**src/source/mips_macros.svh**
```systemverilog
`ifndef MIPS_MACROS_SVH
`define MIPS_MACROS_SVH

// data path and address width
`define DATA_W 32

// register index width
`define REG_ADDR_W 5

// opcode and funct field width
`define OPCODE_W 6

// immediate and jump index widths
`define IMM_W 16
`define JUMP_IDX_W 26

// testbench memory size in words
`define MEM_WORDS 1024

// first fetch address
`define RESET_PC 32'h0000_0000

`endif

```
**src/source/mipsPkg.sv**
```systemverilog
`include "mips_macros.svh"

package mipsPkg;

	typedef enum logic [`OPCODE_W-1:0]
	{
		opRType = 6'h00,
		opJ     = 6'h02,
		opBeq   = 6'h04,
		opBne   = 6'h05,
		opLui   = 6'h0f,
		opLw    = 6'h23,
		opSw    = 6'h2b
	} opcode_t;

	typedef enum logic [`OPCODE_W-1:0]
	{
		functNop   = 6'h00,
		functBreak = 6'h0d,
		functAdd   = 6'h20,
		functSub   = 6'h22,
		functAnd   = 6'h24,
		functXor   = 6'h26
	} funct_t;

	typedef enum logic [2:0]
	{
		aluPass,
		aluAdd,
		aluSub,
		aluAnd,
		aluXor,
		aluLui
	} aluOp_t;

	typedef enum logic [1:0]
	{
		srcBReg,
		srcBFour,
		srcBImm,
		srcBImmShift // sign-extended imm16 times four
	} aluSrcB_t;

	typedef enum logic [1:0]
	{
		pcSrcAlu,
		pcSrcAluOut,
		pcSrcJump
	} pcSource_t;

	typedef enum logic [1:0]
	{
		brNone,
		brEq,
		brNe
	} branchCond_t;

	typedef enum logic [3:0]
	{
		stReset,
		stFetch,
		stDecode,
		stExecR,
		stExecImm,
		stMemAddr,
		stMemRead,
		stMemWrite,
		stWriteback,
		stBranch,
		stJump,
		stHalt
	} state_t;

	typedef struct packed
	{
		logic        pcWrite;
		branchCond_t branchCond;
		pcSource_t   pcSource;
		logic        memRead;
		logic        memWrite;
		logic        iorD;       // 1 selects ALUOut as bus address
		logic        irWrite;
		logic        regWrite;
		logic        regDst;     // 1 selects rd
		logic        memToReg;   // 1 selects MDR
		aluOp_t      aluOp;
		logic        aluSrcA;    // 1 selects A, 0 selects PC
		aluSrcB_t    aluSrcB;
		logic        aluOutLoad;
	} ctrl_t;

	typedef struct packed
	{
		logic [`DATA_W-1:0] paddr;
		logic [`DATA_W-1:0] pwdata;
		logic               psel;
		logic               penable;
		logic               pwrite;
	} apbReq_t;

	typedef struct packed
	{
		logic [`DATA_W-1:0] prdata;
		logic               pready;
	} apbRsp_t;

	// low half of the word, R-type view
	typedef struct packed
	{
		logic [`REG_ADDR_W-1:0] rd;
		logic [`REG_ADDR_W-1:0] shamt;
		funct_t                 funct;
	} rFields_t;

	// low half of the word, either R-type fields or imm16
	typedef union packed
	{
		rFields_t           r;
		logic [`IMM_W-1:0]  imm16;
	} lowFields_t;

	typedef struct packed
	{
		opcode_t                opcode;
		logic [`REG_ADDR_W-1:0] rs;
		logic [`REG_ADDR_W-1:0] rt;
		lowFields_t             low;
	} instrFields_t;

endpackage : mipsPkg

```
**src/source/mipsControl.sv**
```systemverilog
`timescale 1ns/1ps

module mipsControl
(
	input  logic                  Clk,
	input  logic                  arstN,
	input  mipsPkg::instrFields_t instr,
	input  logic                  busDone,
	output mipsPkg::ctrl_t        ctrl,
	output logic                  halted
);

	mipsPkg::state_t state;
	mipsPkg::state_t nextState;

	always_ff @(posedge Clk or negedge arstN)
	begin
		if (!arstN)
			state <= mipsPkg::stReset;
		else
			state <= nextState;
	end

	always_comb
	begin
		nextState = state;
		case (state)
			mipsPkg::stReset:
				nextState = mipsPkg::stFetch;
			mipsPkg::stFetch:
				if (busDone)
					nextState = mipsPkg::stDecode;
			mipsPkg::stDecode:
			begin
				case (instr.opcode)
					mipsPkg::opRType:
					begin
						case (instr.low.r.funct)
							mipsPkg::functAdd,
							mipsPkg::functSub,
							mipsPkg::functAnd,
							mipsPkg::functXor:
								nextState = mipsPkg::stExecR;
							mipsPkg::functBreak:
								nextState = mipsPkg::stHalt;
							default:
								nextState = mipsPkg::stFetch; // nop and unknown funct
						endcase
					end
					mipsPkg::opBeq,
					mipsPkg::opBne:
						nextState = mipsPkg::stBranch;
					mipsPkg::opLw,
					mipsPkg::opSw:
						nextState = mipsPkg::stMemAddr;
					mipsPkg::opLui:
						nextState = mipsPkg::stExecImm;
					mipsPkg::opJ:
						nextState = mipsPkg::stJump;
					default:
						nextState = mipsPkg::stFetch; // unknown opcode, no effect
				endcase
			end
			mipsPkg::stExecR,
			mipsPkg::stExecImm:
				nextState = mipsPkg::stWriteback;
			mipsPkg::stMemAddr:
				if (instr.opcode == mipsPkg::opLw)
					nextState = mipsPkg::stMemRead;
				else
					nextState = mipsPkg::stMemWrite;
			mipsPkg::stMemRead:
				if (busDone)
					nextState = mipsPkg::stWriteback;
			mipsPkg::stMemWrite:
				if (busDone)
					nextState = mipsPkg::stFetch;
			mipsPkg::stWriteback,
			mipsPkg::stBranch,
			mipsPkg::stJump:
				nextState = mipsPkg::stFetch;
			mipsPkg::stHalt:
				nextState = mipsPkg::stHalt; // left only by reset
			default:
				nextState = mipsPkg::stFetch;
		endcase
	end

	always_comb
	begin
		ctrl = '0;
		ctrl.branchCond = mipsPkg::brNone;
		ctrl.pcSource = mipsPkg::pcSrcAlu;
		ctrl.aluOp = mipsPkg::aluPass;
		ctrl.aluSrcB = mipsPkg::srcBReg;
		case (state)
			mipsPkg::stFetch:
			begin
				ctrl.memRead = 1'b1;
				ctrl.irWrite = 1'b1;
				ctrl.aluOp = mipsPkg::aluAdd;     // pc + 4
				ctrl.aluSrcB = mipsPkg::srcBFour;
				ctrl.pcWrite = busDone;           // step pc once, with the IR load
			end
			mipsPkg::stDecode:
			begin
				ctrl.aluOp = mipsPkg::aluAdd;         // branch target into ALUOut
				ctrl.aluSrcB = mipsPkg::srcBImmShift;
				ctrl.aluOutLoad = 1'b1;
			end
			mipsPkg::stExecR:
			begin
				ctrl.aluSrcA = 1'b1;
				ctrl.aluOutLoad = 1'b1;
				case (instr.low.r.funct)
					mipsPkg::functAdd: ctrl.aluOp = mipsPkg::aluAdd;
					mipsPkg::functSub: ctrl.aluOp = mipsPkg::aluSub;
					mipsPkg::functAnd: ctrl.aluOp = mipsPkg::aluAnd;
					mipsPkg::functXor: ctrl.aluOp = mipsPkg::aluXor;
					default:           ctrl.aluOp = mipsPkg::aluPass;
				endcase
			end
			mipsPkg::stExecImm:
			begin
				ctrl.aluOp = mipsPkg::aluLui;
				ctrl.aluOutLoad = 1'b1;
			end
			mipsPkg::stMemAddr:
			begin
				ctrl.aluSrcA = 1'b1;           // rs + sign-extended imm16
				ctrl.aluOp = mipsPkg::aluAdd;
				ctrl.aluSrcB = mipsPkg::srcBImm;
				ctrl.aluOutLoad = 1'b1;
			end
			mipsPkg::stMemRead:
			begin
				ctrl.memRead = 1'b1;
				ctrl.iorD = 1'b1;
			end
			mipsPkg::stMemWrite:
			begin
				ctrl.memWrite = 1'b1;
				ctrl.iorD = 1'b1;
			end
			mipsPkg::stWriteback:
			begin
				ctrl.regWrite = 1'b1;
				ctrl.regDst = (instr.opcode == mipsPkg::opRType);
				ctrl.memToReg = (instr.opcode == mipsPkg::opLw);
			end
			mipsPkg::stBranch:
			begin
				ctrl.aluSrcA = 1'b1;          // A - B for the zero flag
				ctrl.aluOp = mipsPkg::aluSub;
				ctrl.pcSource = mipsPkg::pcSrcAluOut;
				if (instr.opcode == mipsPkg::opBne)
					ctrl.branchCond = mipsPkg::brNe;
				else
					ctrl.branchCond = mipsPkg::brEq;
			end
			mipsPkg::stJump:
			begin
				ctrl.pcWrite = 1'b1;
				ctrl.pcSource = mipsPkg::pcSrcJump;
			end
			default:
			begin
				ctrl.aluOp = mipsPkg::aluPass; // reset and halt drive no strobes
			end
		endcase
	end

	assign halted = (state == mipsPkg::stHalt);

endmodule : mipsControl

```
**src/source/regFile.sv**
```systemverilog
`timescale 1ns/1ps
`include "mips_macros.svh"

module regFile
(
	input  logic                  Clk,
	input  logic                  arstN,
	input  mipsPkg::ctrl_t        ctrl,
	input  mipsPkg::instrFields_t instr,
	input  logic [`DATA_W-1:0]    aluOut,
	input  logic [`DATA_W-1:0]    mdr,
	output logic [`DATA_W-1:0]    a,
	output logic [`DATA_W-1:0]    b
);

	logic [`DATA_W-1:0]    regs [2**`REG_ADDR_W];
	logic [`REG_ADDR_W-1:0] wrAddr;
	logic [`DATA_W-1:0]    wrData;

	assign wrAddr = ctrl.regDst ? instr.low.r.rd : instr.rt;
	assign wrData = ctrl.memToReg ? mdr : aluOut;

	always_ff @(posedge Clk or negedge arstN)
	begin
		if (!arstN)
		begin
			for (int i = 0; i < 2**`REG_ADDR_W; i++)
				regs[i] <= '0;
		end
		else if (ctrl.regWrite && wrAddr != '0) // r0 never written
			regs[wrAddr] <= wrData;
	end

	// operand latches follow the IR, valid from decode on
	always_ff @(posedge Clk)
	begin
		a <= regs[instr.rs];
		b <= regs[instr.rt];
	end

endmodule : regFile

```
**src/source/alu.sv**
```systemverilog
`timescale 1ns/1ps
`include "mips_macros.svh"

module alu
(
	input  logic                  Clk,
	input  logic                  arstN,
	input  mipsPkg::ctrl_t        ctrl,
	input  mipsPkg::instrFields_t instr,
	input  logic [`DATA_W-1:0]    pc,
	input  logic [`DATA_W-1:0]    a,
	input  logic [`DATA_W-1:0]    b,
	output logic [`DATA_W-1:0]    aluResult,
	output logic [`DATA_W-1:0]    aluOut,
	output logic                  aluZero
);

	logic [`DATA_W-1:0] srcA;
	logic [`DATA_W-1:0] srcB;
	logic [`DATA_W-1:0] immExt;

	assign immExt = {{(`DATA_W-`IMM_W){instr.low.imm16[`IMM_W-1]}}, instr.low.imm16};
	assign srcA = ctrl.aluSrcA ? a : pc;

	always_comb
	begin
		case (ctrl.aluSrcB)
			mipsPkg::srcBReg:      srcB = b;
			mipsPkg::srcBFour:     srcB = `DATA_W'd4;
			mipsPkg::srcBImm:      srcB = immExt;
			mipsPkg::srcBImmShift: srcB = immExt << 2; // word offset to bytes
			default:               srcB = b;
		endcase
	end

	always_comb
	begin
		case (ctrl.aluOp)
			mipsPkg::aluAdd: aluResult = srcA + srcB;
			mipsPkg::aluSub: aluResult = srcA - srcB;
			mipsPkg::aluAnd: aluResult = srcA & srcB;
			mipsPkg::aluXor: aluResult = srcA ^ srcB;
			mipsPkg::aluLui: aluResult = {instr.low.imm16, {(`DATA_W-`IMM_W){1'b0}}};
			default:         aluResult = srcB;
		endcase
	end

	assign aluZero = (aluResult == '0);

	always_ff @(posedge Clk or negedge arstN)
	begin
		if (!arstN)
			aluOut <= '0;
		else if (ctrl.aluOutLoad)
			aluOut <= aluResult;
	end

endmodule : alu

```
**src/source/pcUnit.sv**
```systemverilog
`timescale 1ns/1ps
`include "mips_macros.svh"

module pcUnit
(
	input  logic                  Clk,
	input  logic                  arstN,
	input  mipsPkg::ctrl_t        ctrl,
	input  mipsPkg::instrFields_t instr,
	input  logic [`DATA_W-1:0]    aluResult,
	input  logic [`DATA_W-1:0]    aluOut,
	input  logic                  aluZero,
	output logic [`DATA_W-1:0]    pc
);

	logic [`DATA_W-1:0] jumpTarget;
	logic [`DATA_W-1:0] nextPc;
	logic               branchTaken;

	// pc already holds pc+4 here
	assign jumpTarget = {pc[`DATA_W-1 -: 4], instr.rs, instr.rt, instr.low, 2'b00};

	assign branchTaken = (ctrl.branchCond == mipsPkg::brEq &&  aluZero)
	                  || (ctrl.branchCond == mipsPkg::brNe && !aluZero);

	always_comb
	begin
		case (ctrl.pcSource)
			mipsPkg::pcSrcAlu:    nextPc = aluResult;
			mipsPkg::pcSrcAluOut: nextPc = aluOut;     // branch target from decode
			mipsPkg::pcSrcJump:   nextPc = jumpTarget;
			default:              nextPc = aluResult;
		endcase
	end

	always_ff @(posedge Clk or negedge arstN)
	begin
		if (!arstN)
			pc <= `RESET_PC;
		else if (ctrl.pcWrite || branchTaken)
			pc <= nextPc;
	end

endmodule : pcUnit

```
**src/source/busUnit.sv**
```systemverilog
`timescale 1ns/1ps
`include "mips_macros.svh"

module busUnit
(
	input  logic                  Clk,
	input  logic                  arstN,
	input  mipsPkg::ctrl_t        ctrl,
	input  logic [`DATA_W-1:0]    pc,
	input  logic [`DATA_W-1:0]    aluOut,
	input  logic [`DATA_W-1:0]    b,
	input  mipsPkg::apbRsp_t      apbRsp,
	output mipsPkg::apbReq_t      apbReq,
	output mipsPkg::instrFields_t instr,
	output logic [`DATA_W-1:0]    mdr,
	output logic                  busDone
);

	logic               psel;
	logic               penable;
	logic               pwrite;
	logic [`DATA_W-1:0] paddr;
	logic [`DATA_W-1:0] pwdata;
	logic               reqValid;

	assign reqValid = ctrl.memRead || ctrl.memWrite;
	assign busDone = psel && penable && apbRsp.pready; // access phase ends

	// psel and penable encode idle, setup and access
	always_ff @(posedge Clk or negedge arstN)
	begin
		if (!arstN)
		begin
			psel <= 1'b0;
			penable <= 1'b0;
			pwrite <= 1'b0;
		end
		else if (!psel)
		begin
			if (reqValid)
			begin
				psel <= 1'b1;          // setup phase
				pwrite <= ctrl.memWrite;
			end
		end
		else if (!penable)
			penable <= 1'b1;           // access phase
		else if (apbRsp.pready)
		begin
			psel <= 1'b0;
			penable <= 1'b0;
			pwrite <= 1'b0;
		end
	end

	// address and data latched at setup, held through the access phase
	always_ff @(posedge Clk)
	begin
		if (!psel && reqValid)
		begin
			paddr <= ctrl.iorD ? aluOut : pc;
			pwdata <= b;
		end
	end

	always_ff @(posedge Clk)
	begin
		if (busDone && !pwrite)
		begin
			if (ctrl.irWrite)
				instr <= mipsPkg::instrFields_t'(apbRsp.prdata);
			else
				mdr <= apbRsp.prdata;
		end
	end

	assign apbReq.paddr = paddr;
	assign apbReq.pwdata = pwdata;
	assign apbReq.psel = psel;
	assign apbReq.penable = penable;
	assign apbReq.pwrite = pwrite;

endmodule : busUnit

```
**src/source/mipsCore.sv**
```systemverilog
`timescale 1ns/1ps
`include "mips_macros.svh"

module mipsCore
(
	input  logic             Clk,
	input  logic             arstN,
	output mipsPkg::apbReq_t apbReq,
	input  mipsPkg::apbRsp_t apbRsp,
	output logic             halted
);

	mipsPkg::ctrl_t        ctrl;
	mipsPkg::instrFields_t instr;
	logic                  busDone;
	logic [`DATA_W-1:0]    pc;
	logic [`DATA_W-1:0]    a;
	logic [`DATA_W-1:0]    b;
	logic [`DATA_W-1:0]    aluResult;
	logic [`DATA_W-1:0]    aluOut;
	logic                  aluZero;
	logic [`DATA_W-1:0]    mdr;

	mipsControl uControl
	(
		.Clk     (Clk),
		.arstN   (arstN),
		.instr   (instr),
		.busDone (busDone),
		.ctrl    (ctrl),
		.halted  (halted)
	);

	regFile uRegFile
	(
		.Clk    (Clk),
		.arstN  (arstN),
		.ctrl   (ctrl),
		.instr  (instr),
		.aluOut (aluOut),
		.mdr    (mdr),
		.a      (a),
		.b      (b)
	);

	alu uAlu
	(
		.Clk       (Clk),
		.arstN     (arstN),
		.ctrl      (ctrl),
		.instr     (instr),
		.pc        (pc),
		.a         (a),
		.b         (b),
		.aluResult (aluResult),
		.aluOut    (aluOut),
		.aluZero   (aluZero)
	);

	pcUnit uPcUnit
	(
		.Clk       (Clk),
		.arstN     (arstN),
		.ctrl      (ctrl),
		.instr     (instr),
		.aluResult (aluResult),
		.aluOut    (aluOut),
		.aluZero   (aluZero),
		.pc        (pc)
	);

	busUnit uBusUnit
	(
		.Clk     (Clk),
		.arstN   (arstN),
		.ctrl    (ctrl),
		.pc      (pc),
		.aluOut  (aluOut),
		.b       (b),
		.apbRsp  (apbRsp),
		.apbReq  (apbReq),
		.instr   (instr),
		.mdr     (mdr),
		.busDone (busDone)
	);

endmodule : mipsCore

```
**config.mk**
```make
export PLATFORM = sky130hd
export DESIGN_NAME = mipsCore
export DESIGN_NICKNAME = d
export VERILOG_FILES = /design/src/source/mipsPkg.sv /design/src/source/mipsControl.sv /design/src/source/regFile.sv /design/src/source/alu.sv /design/src/source/pcUnit.sv /design/src/source/busUnit.sv /design/src/source/mipsCore.sv
export VERILOG_INCLUDE_DIRS = /design/src /design/src/source
export SDC_FILE = /design/constraint.sdc
export NUM_CORES = 2
export LEC_CHECK = 0
export ABC_AREA = 1
export ABC_CLOCK_PERIOD_IN_PS = 5800
export BUFFER_PORTS_ARGS = -buffer_cell sky130_fd_sc_hd__buf_2
export CAP_MARGIN = 20
export CELL_PAD_IN_SITES_DETAIL_PLACEMENT = 0
export CELL_PAD_IN_SITES_GLOBAL_PLACEMENT = 2
export CORE_UTILIZATION = 39
export CTS_CLUSTER_SIZE = 28
export DETAILED_ROUTE_END_ITERATION = 8
export GPL_ROUTABILITY_DRIVEN = 0
export HOLD_SLACK_MARGIN = 0.05
export PLACE_DENSITY = 0.79
export SLEW_MARGIN = 40
export SYNTH_ARGS = -nofsm -noshare
export SYNTH_HDL_FRONTEND = slang
export SYNTH_SLANG_ARGS = --single-unit
```
**constraint.sdc**
```tcl
create_clock -name Clk -period 5.8 [get_ports Clk]
set_clock_uncertainty 0.15 [all_clocks]
set_input_delay 0 -clock Clk [delete_from_list [all_inputs] [get_ports Clk]]
set_output_delay 0 -clock Clk [all_outputs]
set_load 0.005 [all_outputs]
```
==> impl_metrics.csv <==
group,metric,value,unit
synth,post-synth-top-count-cell,"o21ai_0",
timing,timing.max_slew.rel_slack,41.08,%
worst_setup_path,worst_path_max_fanout,7,
timing,worst_hold_slack,0.2501,ns
routing,drt_first_iter_violations,9025,
die,ioPinCount,103,
cts,htree_levels,4,
worst_setup_path,worst_setup_path_end_kind,"flip-flop",
routing,vias_per_cell,6.097,
power,power.share.clock,25.9,%
routing,route.detailed.drc,0,
routing,antenna_left,0,
global_route,grtUsageTotal,34.00,%
synth,synthesis_warning_total,0,
worst_hold_path,worstHoldPathCells,0,
routing,route.vias.total,66800,
synth,yosys-top-cells-area,"dfrtp_1, o21ai_0, nand2_1",
power,p_switching,0.01701,W
power,vdd_ir_drop_max,0.0003305,V
routing,avgRoutedWirePerCell,27.99,um
worst_setup_path,worst-setup-path-type,"flip-flop to flip-flop",
worst_hold_path,hold_class,"flip-flop to flip-flop",
cts,clk_path_buf_depth,3,
worst_setup_path,timing.critical_path.arrival,6.21,ns
timing,finalHoldViolCount,0,
power,power.combinational.fraction,42.6,%
routing,first_pass_iters,6,
die,core_outline_area,0.1740,sq mm
synth,synth-seq-cells,1287,
timing,fmaxAchievable,177.2,MHz
cells_and_area,area_delta_synth_final,14.38,%
worst_hold_path,hold_path_startpoint,"uRegFile.regs[1012]",
cts,numClockSinks,1287,
cells_and_area,fraction_of_layout_cells_with_a_size_suffix_above_1,10.52,%
timing,fin_crit_sh,97.29,%
synth,synth-edff-count,128,
worst_setup_path,ff2ff_setup_slack,0.16,ns
die,die_area,0.1770,sq mm
cts,worst_setup_hold_path_clk_slew,0.07,ns
synth,synth_cells,8721,
worst_setup_path,cpPeakStageDelay,0.46,ns
timing,finalMaxSlewViolations,0,
power,design_power_total,0.03837,W
die,initial_core_util,39.28,%
worst_setup_path,critPathSlowestCell,"dfrtp_2",
cts,root_buffer_cell,"clkbuf_16",
cts,total_cts_buffers,152,
cells_and_area,finalNetCount,8602,
timing,aggregate_negative_setup_slack,0,ns
timing,final.min_clock_period,5.643,ns
synth,synth_top_area_cell,"dfrtp_1",
placed_design,io_buffers,102,
global_route,grt_start_max_net_pins,183,
timing,setup_viol,0,
worst_hold_path,hold-path-endpoint,"uRegFile.regs[1012]",
worst_setup_path,crit_top_cell,"nand2_1",
synth,async_flop_share,85.08,%
power,power.switching_fraction,44.32,%
timing,worstMarginPinSlew,0.8838,ns
timing,fin_ws,0.1572,ns
worst_setup_path,timing.critical_path.from_type,"flip-flop",
global_route,grt_overflow,0,
die,width_of_the_die,420.7,um
routing,totalWireLength,306600,um
die,die_y,420.7,um
synth,yosys_most_used_dff,"dfrtp_1",
cts,clock_latency,0.85,ns
synth,synth_common_cells,"o21ai_0, nand2_1, nor2_1, dfrtp_1, clkbuf_1",
power,leakagePower,33.19,nW
synth,syn-num-nets,8823,
worst_setup_path,reg2regPathDepth,35,
placed_design,place_ws,0.1124,ns
synth,synthDistinctLibCells,60,
timing,rsz_0062_raised_after_global_routing,"true",
worst_setup_path,r2r-end,"uPcUnit.pc[17]",
synth,syn-mean-instance-area,7.838,sq um
synth,synth_top_area_share,40.09,%
run_status,status,"finished, final reports clean",
global_route,vias_in_the_first_global_route,61960,
worst_setup_path,rr_startpoint,"uControl.state[0]",
synth,syn_area,0.06836,sq mm
placed_design,detailedPlacementHpwl,177700,um
power,sequential_share_of_power,31.5,%
die,rows,153,
global_route,grt_pass1_wl,440500,um
cts,cts_tree,"done",
power,cellPowerDensity,490.8,mW/mm^2
worst_setup_path,required,6.36,ns
power,intPower,0.02137,W
run,max-cap-violations,0,
cells_and_area,layout.filler_cells,17230,
global_route,antenna_found_initial,14,
synth,seq_area_frac_synth,47.58,%
==> cell type report <==
class	instances	area [sq um]	area share [%]
multi-input cells	6369	32630	41.74
flip-flops and latches	1287	32530	41.60
repair buffers	439	4000	5.116
clock inverters	73	849.6	1.087
clock buffers	209	4259	5.447
diodes	3	7.507	0.009601
inverters	251	1002	1.282
well taps	2325	2909	3.721
==> critical path: cells and delay by family (launching register included) <==
kind | cells | cell delay [ns]
flops | 1 | 0.46
simple gates | 25 | 3.23
xor+xnor | 1 | 0.16
compound gates | 2 | 0.29
buf+inv | 6 | 0.82
fa+ha+maj | 1 | 0.39
==> power by group through the flow <==
stage | Sequential [W] | Clock, W | Combinational, W
after floorplan | 0.0115 | 0 | 0.00934
after global placement | 0.0122 | 0 | 0.0152
after detailed placement | 0.0122 | 0 | 0.0152
after CTS | 0.0120 | 0.0101 | 0.0153
after global routing | 0.0122 | 0.0104 | 0.0177
final | 0.0121 | 0.00994 | 0.0163
==> flip-flops by register name (all words and copies together) (netlist names) <==
signal and count:
uBusUnit.penable 1, uPcUnit.pc 32, uBusUnit.mdr 32, uRegFile.regs 1024, uControl.state 4, uBusUnit.psel 1, uBusUnit.pwdata 32, uRegFile.b 32
uBusUnit.paddr 32, uAlu.aluOut 32, uBusUnit.pwrite 1, uRegFile.a 32, uBusUnit.instr 32
==> what timing repair did <==
action | in CTS | in global routing
endpoints found under the hold margin | 964 | 0
resized for setup | 0 | 133
buffers inserted | 0 | 11
endpoints found under the setup margin | 0 | 32
hold buffers | 68 | 0
==> metrics by stage <==
| stage | area [sq um] | std cells | utilization [%] |
|---|---|---|---|
| floorplan | 68360 | 8721 | - |
| global placement | 71240 | 10570 | 40.94 |
| detailed placement | 71520 | 10580 | 41.10 |
| CTS | 77330 | 10930 | 44.44 |
| global route | 78180 | 10950 | 44.93 |
| finish | 78190 | 10960 | 44.93 |
==> cell usage in the layout (no fill, tap or decap), types with 62 or more instances in the layout <==
| master | netlist | routed |
|---|---|---|
| o21ai_0 | 2112 | 2095 |
| nor2_1 | 1260 | 1245 |
| edfxtp_1 | 128 | 128 |
| o22ai_1 | 85 | 85 |
| o221ai_1 | 391 | 391 |
| buf_2 | 34 | 101 |
| clkbuf_16 | 0 | 156 |
| nand2_1 | 1572 | 1512 |
| nand3_1 | 223 | 204 |
| buf_4 | 7 | 202 |
| a21oi_1 | 231 | 221 |
| dlygate4sd3_1 | 0 | 67 |
| dfrtp_1 | 1095 | 1094 |
| dfxtp_1 | 64 | 64 |
| inv_1 | 235 | 224 |
| ha_1 | 66 | 62 |
| a31oi_1 | 81 | 81 |
==> worst max-delay path by stage <==
stage	from	to	slack, ns	cells after the start
final	uControl.state[0]	uPcUnit.pc[17]	0.16	35
after global routing	uControl.state[2]	uPcUnit.pc[3]	-0.16	37
after CTS	uControl.state[2]	uPcUnit.pc[5]	0.06	38
after detailed placement	uControl.state[2]	uPcUnit.pc[5]	0.11	40
after global placement	uControl.state[1]	uPcUnit.pc[31]	0.11	39
after floorplan	uControl.state[0]	uPcUnit.pc[26]	0.86	40
==> layer usage <==
layer  track usage, %  share of wire, %  up-vias
li1                 -                 -    29740
met1            47.48                43    32730
met2            50.96                43     3656
met3            6.605               9.4      669
met4            14.87               4.5       10
met5                0             0.025        -
==> logic make-up (layout without fill, tap and decap cells) <==
| kind of cell | Yosys count | in the layout | synth area share [%] |
|---|---|---|---|
| DFF | 1287 | 1287 | 47.58 |
| AOI/OAI and AO/OA | 3057 | 3057 | 25.61 |
| other | 0 | 3 | 0 |
| adders and majority gates | 67 | 67 | 1.237 |
| and+or+nand+nor | 3182 | 3183 | 18.64 |
| xor gates and xnor gates | 37 | 37 | 0.4741 |
| buffers and inverters | 1066 | 972 | 6.095 |
| muxes | 25 | 25 | 0.3661 |
Note: power is estimated with default switching activity, not from simulation.
